$ cat config.mk
export PLATFORM = sky130hd
export DESIGN_NAME = adq_regs_top
export DESIGN_NICKNAME = d
export VERILOG_FILES = /design/src/source/adq_regs_pkg.sv /design/src/source/apb_reg_port.sv /design/src/source/board_reg_bank.sv /design/src/source/adc_cal_regs.sv /design/src/source/idelay_strobe.sv /design/src/source/adq_regs_top.sv
export VERILOG_INCLUDE_DIRS = /design/src /design/src/source
export SDC_FILE = /design/constraint.sdc
export NUM_CORES = 1
export LEC_CHECK = 0
export BUFFER_PORTS_ARGS = -buffer_cell sky130_fd_sc_hd__buf_2
export CAP_MARGIN = 20
export CORE_UTILIZATION = 31
export CTS_CLUSTER_DIAMETER = 120
export DETAILED_ROUTE_END_ITERATION = 10
export SLEW_MARGIN = 20
export SYNTH_ARGS = -nofsm -noshare
export SYNTH_HDL_FRONTEND = slang
export SYNTH_SLANG_ARGS = --single-unit
$ cat constraint.sdc
create_clock -name clk_i -period 8.3 [get_ports clk_i]
set_input_delay 1.66 -clock clk_i [delete_from_list [all_inputs] [get_ports clk_i]]
set_output_delay 1.66 -clock clk_i [all_outputs]
set_load 0.02 [all_outputs]
$ cat src/source/adq_regs_cfg.svh
`ifndef ADQ_REGS_CFG_SVH
`define ADQ_REGS_CFG_SVH

// Bus widths
`define REG_ADDR_W 15
`define REG_DATA_W 16

// Register counts
`define VER_WORD_N 4
`define USER_IN_N  8
`define USER_OUT_N 8
`define ADC_CHAN_N 2

// Narrow system fields
`define AFE_CTRL_W      4
`define DECIM_W         9
`define LED_W           3
`define POWERDOWN_W     2
`define DATA_FORMAT_W   2
`define IDELAY_W        3
`define IDELAY_LOAD_BIT 2

//////////////////////////////
// Register map
`define ADDR_VER         15'h0000
`define ADDR_USER_STATUS 15'h0020
`define ADDR_USER_CTRL   15'h0030
`define ADDR_SAMPLE_SKIP 15'h2AA0
`define ADDR_IDELAY      15'h2AA1
`define ADDR_AFE_CTRL    15'h2AA2
`define ADDR_DECIM       15'h2AA3
`define ADDR_LED         15'h2AAA
`define ADDR_POWERDOWN   15'h2AAB
`define ADDR_DATA_FORMAT 15'h2AAC
// Per channel, plus the channel index
`define ADDR_GAIN        15'h2AB0
`define ADDR_OFFSET      15'h2AC0
`define ADDR_MAX_CODE    15'h2AD0
`define ADDR_MIN_CODE    15'h2AD2

//////////////////////////////
// Version fields
`define VER_PRJ   6'h11
`define VER_FCN   4'h2
`define VER_MAJOR 6'h03
`define VER_MINOR 8'h07
`define VER_REL   8'h01
`define VER_VLDTR 8'hA5

// Calibration defaults
`define CAL_GAIN_RST   16'sd1024
`define CAL_OFFSET_RST 16'sd0
`define CAL_MAX_RST    16'sd8191
`define CAL_MIN_RST    (-16'sd8192)

`endif

$ cat src/source/adq_regs_pkg.sv
`default_nettype none
`include "adq_regs_cfg.svh"

package adq_regs_pkg;

    typedef logic [`REG_ADDR_W-1:0] reg_addr_t;
    typedef logic [`REG_DATA_W-1:0] reg_data_t;
    typedef logic signed [`REG_DATA_W-1:0] cal_word_t;
    typedef logic [`USER_OUT_N-1:0] user_strobe_t;
    // Bit 2 load request, bits 1:0 tap step
    typedef logic [`IDELAY_W-1:0] idelay_t;

    // Bank request, valid for one cycle in ACCESS
    typedef struct packed {
        logic      wr;
        logic      rd;
        reg_addr_t addr;
        reg_data_t wdata;
    } reg_req_t;

    typedef struct packed {
        reg_data_t rdata;
        logic      hit;
        logic      err;
    } reg_rsp_t;

    typedef struct packed {
        cal_word_t gain;
        cal_word_t offset;
        cal_word_t max_code;
        cal_word_t min_code;
    } cal_chan_t;

    typedef struct packed {
        reg_data_t                 sample_skip;
        logic [`AFE_CTRL_W-1:0]    afe_ctrl;
        logic [`DECIM_W-1:0]       decim;
        logic [`LED_W-1:0]         led;
        logic [`POWERDOWN_W-1:0]   powerdown;
        logic [`DATA_FORMAT_W-1:0] data_format;
    } adc_sys_t;

    typedef enum logic [1:0] {
        IDLE,
        ACCESS,
        DONE
    } port_state_t;

endpackage

`default_nettype wire

$ cat src/source/apb_reg_port.sv
`timescale 1ns/1ps
`default_nettype none

module apb_reg_port (
    input  wire                          clk_i,
    input  wire                          rst_i,
    input  wire adq_regs_pkg::reg_addr_t paddr_i,
    input  wire                          psel_i,
    input  wire                          penable_i,
    input  wire                          pwrite_i,
    input  wire adq_regs_pkg::reg_data_t pwdata_i,
    output adq_regs_pkg::reg_data_t      prdata_o,
    output logic                         pready_o,
    output logic                         pslverr_o,
    output adq_regs_pkg::reg_req_t       req_o,
    input  wire adq_regs_pkg::reg_rsp_t  board_rsp_i,
    input  wire adq_regs_pkg::reg_rsp_t  cal_rsp_i
);
    import adq_regs_pkg::*;

    port_state_t state_q;
    reg_req_t    req_q;
    logic        err_q;
    logic        setup;
    logic        in_access;
    logic        in_done;

    assign setup     = (state_q == IDLE) && psel_i && !penable_i;
    assign in_access = (state_q == ACCESS);
    assign in_done   = (state_q == DONE);

    // Capture of the setup phase
    always_ff @(posedge clk_i) begin
        if (setup) begin
            req_q.wr    <= pwrite_i;
            req_q.rd    <= !pwrite_i;
            req_q.addr  <= paddr_i;
            req_q.wdata <= pwdata_i;
        end
    end

    //////////////////////////////
    // Transfer FSM
    always_ff @(posedge clk_i) begin
        if (rst_i) begin
            state_q <= IDLE;
            err_q   <= 1'b0;
        end else begin
            case (state_q)
                IDLE: begin
                    if (setup) begin
                        state_q <= ACCESS;
                    end
                end
                ACCESS: begin
                    // Nobody claimed the address, or a read-only write
                    err_q   <= !(board_rsp_i.hit || cal_rsp_i.hit)
                               || board_rsp_i.err || cal_rsp_i.err;
                    state_q <= DONE;
                end
                default: begin
                    state_q <= IDLE;
                end
            endcase
        end
    end

    // Request flags only live in ACCESS
    always_comb begin
        req_o    = req_q;
        req_o.wr = req_q.wr && in_access;
        req_o.rd = req_q.rd && in_access;
    end

    assign pready_o  = in_done;
    assign pslverr_o = in_done && err_q;
    assign prdata_o  = in_done ? (board_rsp_i.rdata | cal_rsp_i.rdata) : '0;

endmodule

`default_nettype wire

$ cat src/source/board_reg_bank.sv
`timescale 1ns/1ps
`default_nettype none
`include "adq_regs_cfg.svh"

module board_reg_bank (
    input  wire                          clk_i,
    input  wire                          rst_i,
    input  wire adq_regs_pkg::reg_req_t  req_i,
    output adq_regs_pkg::reg_rsp_t       rsp_o,
    input  wire adq_regs_pkg::reg_data_t user_status_i [`USER_IN_N],
    output adq_regs_pkg::reg_data_t      user_ctrl_o [`USER_OUT_N],
    output adq_regs_pkg::user_strobe_t   user_strobe_o
);
    import adq_regs_pkg::*;

    localparam int VER_IDX_W = $clog2(`VER_WORD_N);
    localparam int IN_IDX_W  = $clog2(`USER_IN_N);
    localparam int OUT_IDX_W = $clog2(`USER_OUT_N);

    reg_data_t    ver_word [`VER_WORD_N];
    reg_data_t    status_q [`USER_IN_N];
    reg_data_t    ctrl_q [`USER_OUT_N];
    user_strobe_t strobe_q;
    reg_data_t    rdata_q;
    reg_data_t    rd_mux;
    reg_addr_t    ver_off;
    reg_addr_t    status_off;
    reg_addr_t    ctrl_off;
    logic         in_ver;
    logic         in_status;
    logic         in_ctrl;
    logic         valid;

    // Version words, fixed at build time
    assign ver_word[0] = {`VER_MINOR, `VER_REL};
    assign ver_word[1] = {`VER_PRJ, `VER_FCN, `VER_MAJOR};
    assign ver_word[2] = '0;
    assign ver_word[3] = {`VER_VLDTR, 8'h00};

    assign valid      = req_i.wr || req_i.rd;
    assign ver_off    = req_i.addr - `ADDR_VER;
    assign status_off = req_i.addr - `ADDR_USER_STATUS;
    assign ctrl_off   = req_i.addr - `ADDR_USER_CTRL;
    assign in_ver     = ver_off < `VER_WORD_N;
    assign in_status  = status_off < `USER_IN_N;
    assign in_ctrl    = ctrl_off < `USER_OUT_N;

    always_comb begin
        rd_mux = '0;
        if (in_ver) begin
            rd_mux = ver_word[ver_off[VER_IDX_W-1:0]];
        end else if (in_status) begin
            rd_mux = status_q[status_off[IN_IDX_W-1:0]];
        end else if (in_ctrl) begin
            rd_mux = ctrl_q[ctrl_off[OUT_IDX_W-1:0]];
        end
    end

    // Version and status are read-only
    assign rsp_o = '{rdata: rdata_q,
                     hit:   valid && (in_ver || in_status || in_ctrl),
                     err:   req_i.wr && (in_ver || in_status)};

    always_ff @(posedge clk_i) begin
        status_q <= user_status_i;
        if (valid) begin
            rdata_q <= rd_mux;
        end
    end

    //////////////////////////////
    // User control registers
    always_ff @(posedge clk_i) begin
        if (rst_i) begin
            ctrl_q   <= '{default: '0};
            strobe_q <= '0;
        end else begin
            strobe_q <= '0;
            if (req_i.wr && in_ctrl) begin
                ctrl_q[ctrl_off[OUT_IDX_W-1:0]]   <= req_i.wdata;
                strobe_q[ctrl_off[OUT_IDX_W-1:0]] <= 1'b1;
            end
        end
    end

    // Strobe stays aligned with the new value
    always_ff @(posedge clk_i) begin
        user_ctrl_o   <= ctrl_q;
        user_strobe_o <= strobe_q;
    end

endmodule

`default_nettype wire

$ cat src/source/adc_cal_regs.sv
`timescale 1ns/1ps
`default_nettype none
`include "adq_regs_cfg.svh"

module adc_cal_regs (
    input  wire                         clk_i,
    input  wire                         rst_i,
    input  wire adq_regs_pkg::reg_req_t req_i,
    output adq_regs_pkg::reg_rsp_t      rsp_o,
    output adq_regs_pkg::adc_sys_t      sys_o,
    output adq_regs_pkg::cal_chan_t     cal_o [`ADC_CHAN_N],
    output adq_regs_pkg::idelay_t       idelay_set_o
);
    import adq_regs_pkg::*;

    adc_sys_t  sys_q;
    cal_chan_t cal_q [`ADC_CHAN_N];
    idelay_t   idelay_q;
    reg_data_t rd_mux;
    reg_data_t rdata_q;
    logic      addr_hit;
    logic      valid;

    assign valid = req_i.wr || req_i.rd;

    //////////////////////////////
    // Readback, narrow fields zero-extended
    always_comb begin
        rd_mux   = '0;
        addr_hit = 1'b1;
        case (req_i.addr)
            `ADDR_SAMPLE_SKIP:
                rd_mux = sys_q.sample_skip;
            `ADDR_IDELAY:
                rd_mux = reg_data_t'(idelay_q);
            `ADDR_AFE_CTRL:
                rd_mux = reg_data_t'(sys_q.afe_ctrl);
            `ADDR_DECIM:
                rd_mux = reg_data_t'(sys_q.decim);
            `ADDR_LED:
                rd_mux = reg_data_t'(sys_q.led);
            `ADDR_POWERDOWN:
                rd_mux = reg_data_t'(sys_q.powerdown);
            `ADDR_DATA_FORMAT:
                rd_mux = reg_data_t'(sys_q.data_format);
            default:
                addr_hit = 1'b0;
        endcase
        for (int ch = 0; ch < `ADC_CHAN_N; ch++) begin
            if (req_i.addr == reg_addr_t'(`ADDR_GAIN + ch)) begin
                rd_mux   = reg_data_t'(cal_q[ch].gain);
                addr_hit = 1'b1;
            end
            if (req_i.addr == reg_addr_t'(`ADDR_OFFSET + ch)) begin
                rd_mux   = reg_data_t'(cal_q[ch].offset);
                addr_hit = 1'b1;
            end
            if (req_i.addr == reg_addr_t'(`ADDR_MAX_CODE + ch)) begin
                rd_mux   = reg_data_t'(cal_q[ch].max_code);
                addr_hit = 1'b1;
            end
            if (req_i.addr == reg_addr_t'(`ADDR_MIN_CODE + ch)) begin
                rd_mux   = reg_data_t'(cal_q[ch].min_code);
                addr_hit = 1'b1;
            end
        end
    end

    // Everything here is writable
    assign rsp_o = '{rdata: rdata_q, hit: valid && addr_hit, err: 1'b0};

    always_ff @(posedge clk_i) begin
        if (valid) begin
            rdata_q <= rd_mux;
        end
    end

    always_ff @(posedge clk_i) begin
        if (rst_i) begin
            sys_q    <= '0;
            idelay_q <= '0;
            for (int ch = 0; ch < `ADC_CHAN_N; ch++) begin
                cal_q[ch].gain     <= `CAL_GAIN_RST;
                cal_q[ch].offset   <= `CAL_OFFSET_RST;
                cal_q[ch].max_code <= `CAL_MAX_RST;
                cal_q[ch].min_code <= `CAL_MIN_RST;
            end
        end else if (req_i.wr) begin
            case (req_i.addr)
                `ADDR_SAMPLE_SKIP:
                    sys_q.sample_skip <= req_i.wdata;
                `ADDR_IDELAY:
                    idelay_q <= req_i.wdata[`IDELAY_W-1:0];
                `ADDR_AFE_CTRL:
                    sys_q.afe_ctrl <= req_i.wdata[`AFE_CTRL_W-1:0];
                `ADDR_DECIM:
                    sys_q.decim <= req_i.wdata[`DECIM_W-1:0];
                `ADDR_LED:
                    sys_q.led <= req_i.wdata[`LED_W-1:0];
                `ADDR_POWERDOWN:
                    sys_q.powerdown <= req_i.wdata[`POWERDOWN_W-1:0];
                `ADDR_DATA_FORMAT:
                    sys_q.data_format <= req_i.wdata[`DATA_FORMAT_W-1:0];
                default: begin
                end
            endcase
            for (int ch = 0; ch < `ADC_CHAN_N; ch++) begin
                if (req_i.addr == reg_addr_t'(`ADDR_GAIN + ch)) begin
                    cal_q[ch].gain <= req_i.wdata;
                end
                if (req_i.addr == reg_addr_t'(`ADDR_OFFSET + ch)) begin
                    cal_q[ch].offset <= req_i.wdata;
                end
                if (req_i.addr == reg_addr_t'(`ADDR_MAX_CODE + ch)) begin
                    cal_q[ch].max_code <= req_i.wdata;
                end
                if (req_i.addr == reg_addr_t'(`ADDR_MIN_CODE + ch)) begin
                    cal_q[ch].min_code <= req_i.wdata;
                end
            end
        end
    end

    // Pipelined copies toward the datapath
    always_ff @(posedge clk_i) begin
        sys_o <= sys_q;
        cal_o <= cal_q;
    end

    assign idelay_set_o = idelay_q;

endmodule

`default_nettype wire

$ cat src/source/idelay_strobe.sv
`timescale 1ns/1ps
`default_nettype none
`include "adq_regs_cfg.svh"

module idelay_strobe (
    input  wire                        clk_i,
    input  wire                        rst_i,
    input  wire adq_regs_pkg::idelay_t idelay_set_i,
    output adq_regs_pkg::idelay_t      idelay_o
);
    import adq_regs_pkg::*;

    idelay_t stage1_q;
    idelay_t stage2_q;
    logic    load_d_q;

    always_ff @(posedge clk_i) begin
        if (rst_i) begin
            stage1_q <= '0;
            stage2_q <= '0;
            load_d_q <= 1'b0;
            idelay_o <= '0;
        end else begin
            stage1_q <= idelay_set_i;
            stage2_q <= stage1_q;
            load_d_q <= stage2_q[`IDELAY_LOAD_BIT];
            // Load pulse on rising edge only, tap step kept
            if (stage2_q[`IDELAY_LOAD_BIT] && !load_d_q) begin
                idelay_o <= stage2_q;
            end else begin
                idelay_o[`IDELAY_LOAD_BIT] <= 1'b0;
            end
        end
    end

endmodule

`default_nettype wire

$ cat src/source/adq_regs_top.sv
`timescale 1ns/1ps
`default_nettype none
`include "adq_regs_cfg.svh"

module adq_regs_top (
    input  wire                          clk_i,
    input  wire                          rst_i,
    input  wire adq_regs_pkg::reg_addr_t paddr_i,
    input  wire                          psel_i,
    input  wire                          penable_i,
    input  wire                          pwrite_i,
    input  wire adq_regs_pkg::reg_data_t pwdata_i,
    output adq_regs_pkg::reg_data_t      prdata_o,
    output logic                         pready_o,
    output logic                         pslverr_o,
    input  wire adq_regs_pkg::reg_data_t user_status_i [`USER_IN_N],
    output adq_regs_pkg::reg_data_t      user_ctrl_o [`USER_OUT_N],
    output adq_regs_pkg::user_strobe_t   user_strobe_o,
    output adq_regs_pkg::adc_sys_t       sys_o,
    output adq_regs_pkg::cal_chan_t      cal_o [`ADC_CHAN_N],
    output adq_regs_pkg::idelay_t        idelay_o
);
    import adq_regs_pkg::*;

    wire reg_req_t req;
    wire reg_rsp_t board_rsp;
    wire reg_rsp_t cal_rsp;
    wire idelay_t  idelay_set;

    apb_reg_port u_port (
        .clk_i       (clk_i),
        .rst_i       (rst_i),
        .paddr_i     (paddr_i),
        .psel_i      (psel_i),
        .penable_i   (penable_i),
        .pwrite_i    (pwrite_i),
        .pwdata_i    (pwdata_i),
        .prdata_o    (prdata_o),
        .pready_o    (pready_o),
        .pslverr_o   (pslverr_o),
        .req_o       (req),
        .board_rsp_i (board_rsp),
        .cal_rsp_i   (cal_rsp)
    );

    //////////////////////////////
    // Register banks
    board_reg_bank u_board (
        .clk_i         (clk_i),
        .rst_i         (rst_i),
        .req_i         (req),
        .rsp_o         (board_rsp),
        .user_status_i (user_status_i),
        .user_ctrl_o   (user_ctrl_o),
        .user_strobe_o (user_strobe_o)
    );

    adc_cal_regs u_cal (
        .clk_i        (clk_i),
        .rst_i        (rst_i),
        .req_i        (req),
        .rsp_o        (cal_rsp),
        .sys_o        (sys_o),
        .cal_o        (cal_o),
        .idelay_set_o (idelay_set)
    );

    // Delay line load pulse
    idelay_strobe u_idelay (
        .clk_i        (clk_i),
        .rst_i        (rst_i),
        .idelay_set_i (idelay_set),
        .idelay_o     (idelay_o)
    );

endmodule

`default_nettype wire

==> impl_metrics.env, run 1 <==
export IMPL_status="finished, final reports clean"
export IMPL_crit_fanout=37
export IMPL_ys_seq_area_frac=0.647
export IMPL_clock_power_share=0.487
export IMPL_grt_overflow=0
export IMPL_cts_buffers=85
export IMPL_cts_root_buf="clkbuf_16"
export IMPL_slew_headroom=0.211
export IMPL_grt_pass1_vias=19500
export IMPL_dr_pass1_iters=6
export IMPL_postRouteAntennaNets=0
export IMPL_power_density_nw_per_um2=254
export IMPL_slew_viol_final=0
export IMPL_area_growth_pct=25.3
export IMPL_grt_pass1_wl_um=140000
export IMPL_layout_common_cells="744 x dfxtp_1, 584 x nand2_1, 483 x buf_2, 257 x a21oi_1, 144 x nor2_1"
export IMPL_cts_sinks=809
export IMPL_use_met1=0.287
export IMPL_cts_clk_slew_worst_paths_ps=60
export IMPL_hold_violations=0
export IMPL_die_area_um2=85200
export IMPL_die_w_um=292
export IMPL_finalCritPeriodShare=0.494
export IMPL_grt_use_met3=0.0525
export IMPL_async_reset_ff_frac=0
export IMPL_setup_violations=0
export IMPL_post_cts_buffers=0
export IMPL_fin_crit_ps=4100
export IMPL_min_delay_path_class="reg -> reg"
export IMPL_yosys_warnings=0
export IMPL_critPathKind="reg -> reg"
export IMPL_internal_power_uw=6400
export IMPL_crit_required_ps=8790
export IMPL_p_sw_uw=1870
export IMPL_end_kind="flop"
export IMPL_skew_ps=57.7
export IMPL_placed_area_um2=29600
export IMPL_power_frac_seq=0.484
export IMPL_worst_hold_slack_ps=305
export IMPL_cts_tree="yes"
export IMPL_start_util=0.315
export IMPL_cts_max_level=3
export IMPL_grt_max_degree=179
export IMPL_syn_area_per_cell_um2=10.5
export IMPL_fill_cells=8123
export IMPL_dieHeight_um=292
export IMPL_worstMarginPinSlew_ps=1180
export IMPL_leakagePower_uw=0.0134
export IMPL_max_cap_violations=0
export IMPL_crit_arrival_ps=4590
export IMPL_grt_use_met2=0.374
export IMPL_synthFlopType="dfxtp_1"
export IMPL_rsz0062_at_grt="false"
export IMPL_swShare=0.226
export IMPL_io_buffers=484
export IMPL_routed_wl_um=98200
export IMPL_drt_first_iter_violations=2091
export IMPL_synth_cell_type_count=70
export IMPL_drive_gt1_frac=0.254
export IMPL_grt_usage=0.225
export IMPL_clock_latency_ps=670
export IMPL_clock_fmax_mhz=244
export IMPL_combPwrFrac=0.030
export IMPL_final_common_cell="dfxtp_1"
export IMPL_via_count=20500
export IMPL_nets=3113
export IMPL_cts_hold_buffers_added=0
export IMPL_place_congestion=0.926
export IMPL_cts_buffer_depth=3
export IMPL_rows=105
export IMPL_setup_tns_ps=0
export IMPL_num_io_pins=485
export IMPL_syn_nets=2656
export IMPL_drc=0
export IMPL_busiest_layer="met2"
export IMPL_fin_util=0.395
export IMPL_synth_edff_count=65
export IMPL_cts_resized=0
export IMPL_viasPerCell=5.03
export IMPL_core_area_um2=82600
export IMPL_syn_cell_area_um2=26000
export IMPL_dp_hpwl_um=70400
export IMPL_critPathLaunchType="flop"
export IMPL_syn_instance_count=2484
export IMPL_final_area_um2=32600
export IMPL_ys_ff_latch=809
export IMPL_antenna_found_initial=3
export IMPL_post_drt_wl_per_cell_um=24.0
export IMPL_ir_worst_vdd_v=0.000224
[synth_stat cells (all sizes together) (9+ instances only)]
library cell / count / share of area
dfxtp: 744 / 0.57
nand2: 584 / 0.084
a21oi: 270 / 0.054
nor2: 146 / 0.021
clkbuf: 140 / 0.020
mux2i: 73 / 0.028
edfxtp: 65 / 0.075
o21ai: 47 / 0.0090
nand3b: 35 / 0.010
o22ai: 35 / 0.0084
buf: 31 / 0.0059
nand3: 29 / 0.0056
a221oi: 27 / 0.0091
mux4: 26 / 0.022
nor2b: 21 / 0.0050
mux2: 18 / 0.0078
a22oi: 17 / 0.0049
nor3: 16 / 0.0033
nand4: 13 / 0.0031
o221ai: 12 / 0.0040
a221o: 10 / 0.0038
nor4: 9 / 0.0056
o22a: 9 / 0.0030
[worst paths after layout]
path	start	endpoint	slack, ps	depth (start not counted)
min	u_board.strobe_q[1]	u_board.user_strobe_o[1]	310	0
max	u_port.req_o[16]	u_cal.rdata_q[5]	4200	11
min reg2reg	u_board.strobe_q[1]	u_board.user_strobe_o[1]	310	0
max reg2reg	u_port.req_o[16]	u_cal.rdata_q[5]	4200	11
[cell families (layout without fill, tap and decap cells)]
family          after synthesis  after routing  synth area share
other cells                   0              1                 0
buf+inv                     179            707            0.0272
compound gates              481            481             0.115
xor+xnor                      1              1          0.000336
fa+ha+maj                     8              8           0.00384
flops                       809            809             0.647
mux                         117            117            0.0583
simple gates                889            889             0.148
[through the flow]
step	worst slack, ps	total power [uW]	std cells
3_5_place_dp	4270	4340	3924
4_1_cts	4200	8350	4082
5_1_grt	3870	8540	4082
2_1_floorplan	2550	4200	2484
3_3_place_gp	4280	4330	3921
6_report	4200	8270	4083
[state kept, by name (all words and copies together) (netlist names), 16 cells and up]
name,flops
u_board.rdata_q,16
u_port.req_o,31
u_cal.sys_o,36
u_cal.cal_o,128
u_board.status_q,128
u_board.user_ctrl_o,128
u_cal.sys_q,36
u_cal.cal_q,128
u_board.ctrl_q,128
u_cal.rdata_q,16
[metal layers]
metal  wire (um)  part of all wire
met3        8090             0.082
met5           0                 0
met4        3040             0.031
met2       47000              0.48
met1       40100              0.41
[power groups by stage]
stage | Combinational, uW | Clock [uW] | Sequential (uW)
2_1_floorplan | 128 | 0 | 4070
3_3_place_gp | 245 | 0 | 4090
3_5_place_dp | 245 | 0 | 4090
4_1_cts | 246 | 4100 | 4000
5_1_grt | 260 | 4270 | 4010
6_report | 244 | 4030 | 4000
[worst max-delay path, stage by stage (launching register included)]
cell      delay [ps]
edfxtp_1         350
buf_4            320
inv_2            530
ha_1             240
buf_4            270
nor2_1            60
o21ai_0          210
nand3_1          200
a211oi_1         570
o311ai_0         300
a221oi_1         570
o32a_1           270
[cell type report]
| type | instances | area, um2 | area share |
|---|---|---|---|
| well taps | 1070 | 1340 | 0.0410 |
| flip-flops and latches | 809 | 16800 | 0.516 |
| clock buffers | 114 | 2420 | 0.0741 |
| inverters | 8 | 30.0 | 0.000920 |
| diodes | 1 | 2.50 | 0.0000767 |
| clock inverters | 44 | 609 | 0.0187 |
| repair buffers | 541 | 2880 | 0.0884 |
| multi-input cells | 1496 | 8510 | 0.261 |
Power figures use the tool's default switching activity.
==> run 2: changes to the inputs <==
--- a/config.mk
+++ b/config.mk
@@ -6,6 +6,7 @@
 export SDC_FILE = /design/constraint.sdc
 export NUM_CORES = 1
 export LEC_CHECK = 0
+export ABC_AREA = 1
 export BUFFER_PORTS_ARGS = -buffer_cell sky130_fd_sc_hd__buf_2
 export CAP_MARGIN = 20
 export CORE_UTILIZATION = 31
==> constraint.sdc (replaced) <==
create_clock -name clk_i -period 4.09 [get_ports clk_i]
set_input_delay 0.818 -clock clk_i [delete_from_list [all_inputs] [get_ports clk_i]]
set_output_delay 0.818 -clock clk_i [all_outputs]
set_load 0.02 [all_outputs]
==> run 2 against run 1 <==
Final area fell by 3.1%. Core utilization fell by 0.42 points. Final cell count rose by 0.81%. Register-to-register slack got worse by 3500 ps. Global-route usage fell by 0.85 points. Sequential share of layout area rose by 1.6 points. Power rose by 95%. First-iteration DRC count fell by 19%. Clock power rose by 89%. Via count fell by 2.4%. Critical endpoint is now u_cal.rdata_q[10]. Highest routed layer is now met5.
==> impl_metrics.env, run 2 <==
export IMPL_io_buffers=484
export IMPL_reg2reg_from="u_port.req_o[17]"
export IMPL_slew_headroom=0.274
export IMPL_setup_tns_ps=0
export IMPL_endpoint="u_cal.rdata_q[10]"
export IMPL_grt_pass1_vias=18900
export IMPL_status="finished, final reports clean"
export IMPL_cts_sinks=809
export IMPL_crit_fanout=13
export IMPL_fin_util=0.391
export IMPL_dieHeight_um=289
export IMPL_yosysMostFrequentCell="dfxtp_1"
export IMPL_r2r_setup_slack_ps=650
export IMPL_skew_ps=49.2
export IMPL_crit_top_cell="nand2_1"
export IMPL_fill_cells=8114
export IMPL_rsz0062_at_grt="false"
export IMPL_clock_fmax_mhz=291
export IMPL_max_stage_delay_ps=500
export IMPL_cts_buffer_depth=3
export IMPL_synth_cell_type_count=51
export IMPL_cp_depth=14
export IMPL_layout_common_cells="744 x dfxtp_1, 484 x buf_2, 295 x a21oi_1, 263 x o21ai_0, 225 x nand2_1"
export IMPL_die_area_um2=83300
export IMPL_drt_first_iter_violations=1699
export IMPL_end_kind="flop"
export IMPL_path_cells="inv_1 > ha_1 > nand2_1 > nor2_1 > nand2_1 > clkinv_1 > nand3_1 > nand3_1 > o21ai_1 > a21oi_1 > o21bai_1 > nand2_1 > nand2_1 > nand2_1"
export IMPL_cts_resized=0
export IMPL_dr_pass1_iters=5
export IMPL_cts_hold_buffers_added=0
export IMPL_hold_violations=0
export IMPL_rr_endpoint="u_cal.rdata_q[10]"
export IMPL_cts_tree="yes"
export IMPL_cp_num_buf_inv=2
export IMPL_area_growth_pct=24.3
export IMPL_final_common_cell="dfxtp_1"
export IMPL_drc=0
export IMPL_critPathTopFamily="simple AND/OR/NAND/NOR gates"
export IMPL_postRouteAntennaNets=0
export IMPL_min_delay_path_class="in -> reg"
export IMPL_ys_seq_area_frac=0.662
export IMPL_viasPerCell=4.87
export IMPL_synthFlopType="dfxtp_1"
export IMPL_leakagePower_uw=0.0137
export IMPL_rows=104
export IMPL_cp_slowest_cell="edfxtp_1"
export IMPL_cts_max_level=3
export IMPL_max_cap_violations=0
export IMPL_core_area_um2=80900
export IMPL_cts_root_buf="clkbuf_16"
export IMPL_fin_crit_ps=3440
export IMPL_synth_top_area_share=0.585
export IMPL_nets=3158
export IMPL_slew_viol_final=0
export IMPL_cts_buffers=82
export IMPL_grt_overflow=0
export IMPL_num_io_pins=485
export IMPL_post_drt_wl_per_cell_um=22.7
export IMPL_post_cts_buffers=0
export IMPL_syn_instance_count=2525
export IMPL_die_w_um=289
export IMPL_grt_pass1_wl_um=131000
export IMPL_via_count=20100
export IMPL_grt_max_degree=129
export IMPL_setup_ws_ps=653
export IMPL_yosys_warnings=0
export IMPL_synth_edff_count=65
export IMPL_pre_cts_slack_ps=717
export IMPL_setup_violations=0
export IMPL_critPathLaunchType="flop"
export IMPL_syn_area_per_cell_um2=10.1
export IMPL_start_util=0.315
export IMPL_synthTopCellsByCount="744 x dfxtp_1, 295 x a21oi_1, 263 x o21ai_0, 225 x nand2_1, 211 x inv_1"
export IMPL_place_congestion=0.912
export IMPL_drive_gt1_frac=0.238
export IMPL_ir_worst_vdd_v=0.000356
export IMPL_yosys_top_cells_area="dfxtp_1 59%, edfxtp_1 7.7%, a21oi_1 5.8%"
export IMPL_rr_worst_depth=14
export IMPL_async_reset_ff_frac=0
export IMPL_crit_arrival_ps=3780
export IMPL_cp_startpoint="u_port.req_o[17]"
export IMPL_antenna_found_initial=9
export IMPL_routed_wl_um=93600
export IMPL_cts_clk_slew_worst_paths_ps=70
export IMPL_ys_ff_latch=809
export IMPL_critPathKind="reg -> reg"
export IMPL_finalCritPeriodShare=0.840
export IMPL_syn_cell_area_um2=25500
export IMPL_synth_top_cell_by_area="dfxtp_1"
export IMPL_clock_latency_ps=650
export IMPL_grt_usage=0.216
export IMPL_syn_nets=2697
export IMPL_dp_hpwl_um=67800
export IMPL_crit_required_ps=4430
export IMPL_power_density_nw_per_um2=511
export IMPL_worstMarginPinSlew_ps=1090
## run 2: cell types whose count changed in the layout (fill, tap and decap cells not counted), moves of 38 or more
cell / delta
nand2_1: -359
o21ai_0: +216
inv_1: +204
o21ai_1: +103
mux2i_1: -73
o211ai_1: +41
a21oi_1: +38
## run 2: power by group
| part | internal, uW | switching, uW | total (uW) |
|---|---|---|---|
| combinational | 135 | 293 | 428 |
| sequential | 8060 | 55.9 | 8120 |
| clock | 4370 | 3260 | 7620 |
## run 2: layout make-up
class	count	area (um2)	share of cell area
Antenna cell	4	10.0	0.000316
Inverter	230	868	0.0275
Clock buffer	121	2430	0.0769
Timing Repair Buffer	526	2780	0.0877
Sequential cell	809	16800	0.533
Tap cell	1060	1330	0.0419
Clock inverter	29	334	0.0106
Multi-Input combinational cell	1337	7040	0.223
## run 2: worst min path at each step
stage	from	endpoint	slack, ps	depth (start not counted)
floorplan	u_board.strobe_q[0]	u_board.user_strobe_o[0]	310	0
global placement	u_board.strobe_q[7]	u_board.user_strobe_o[7]	310	0
detailed placement	u_board.strobe_q[5]	u_board.user_strobe_o[5]	310	0
CTS	user_status_i[7]	u_board.status_q[7]	250	1
global route	user_status_i[7]	u_board.status_q[7]	250	1
finish	user_status_i[7]	u_board.status_q[7]	280	1
## run 2: kinds of logic after synthesis
kind of cell,count (synthesis),synth area share
AND/OR/NAND/NOR,489,0.0892
flip-flops,809,0.662
AO/OA/AOI/OAI,833,0.181
adder cells (fa/ha/maj),8,0.00393
buffers and inverters,379,0.0618
XOR/XNOR,7,0.00241
## run 2: per-stage QoR
stage | total power [uW] | hold slack, ps | std cells | instance area, um2
after floorplan | 8470 | 310 | 2525 | 25500
after global placement | 8720 | 312 | 3962 | 28900
after detailed placement | 8720 | 312 | 3962 | 28900
after CTS | 16300 | 248 | 4112 | 31600
after global routing | 16700 | 252 | 4112 | 31600
final | 16200 | 278 | 4116 | 31600
## run 2: metal layers
metal | vias to the layer above | share of wire | global-route usage
met5 | - | 0.000085 | 0
li1 | 9539 | - | -
met2 | 793 | 0.47 | 0.357
met4 | 2 | 0.039 | 0.0847
met1 | 9559 | 0.41 | 0.278
met3 | 172 | 0.072 | 0.0427
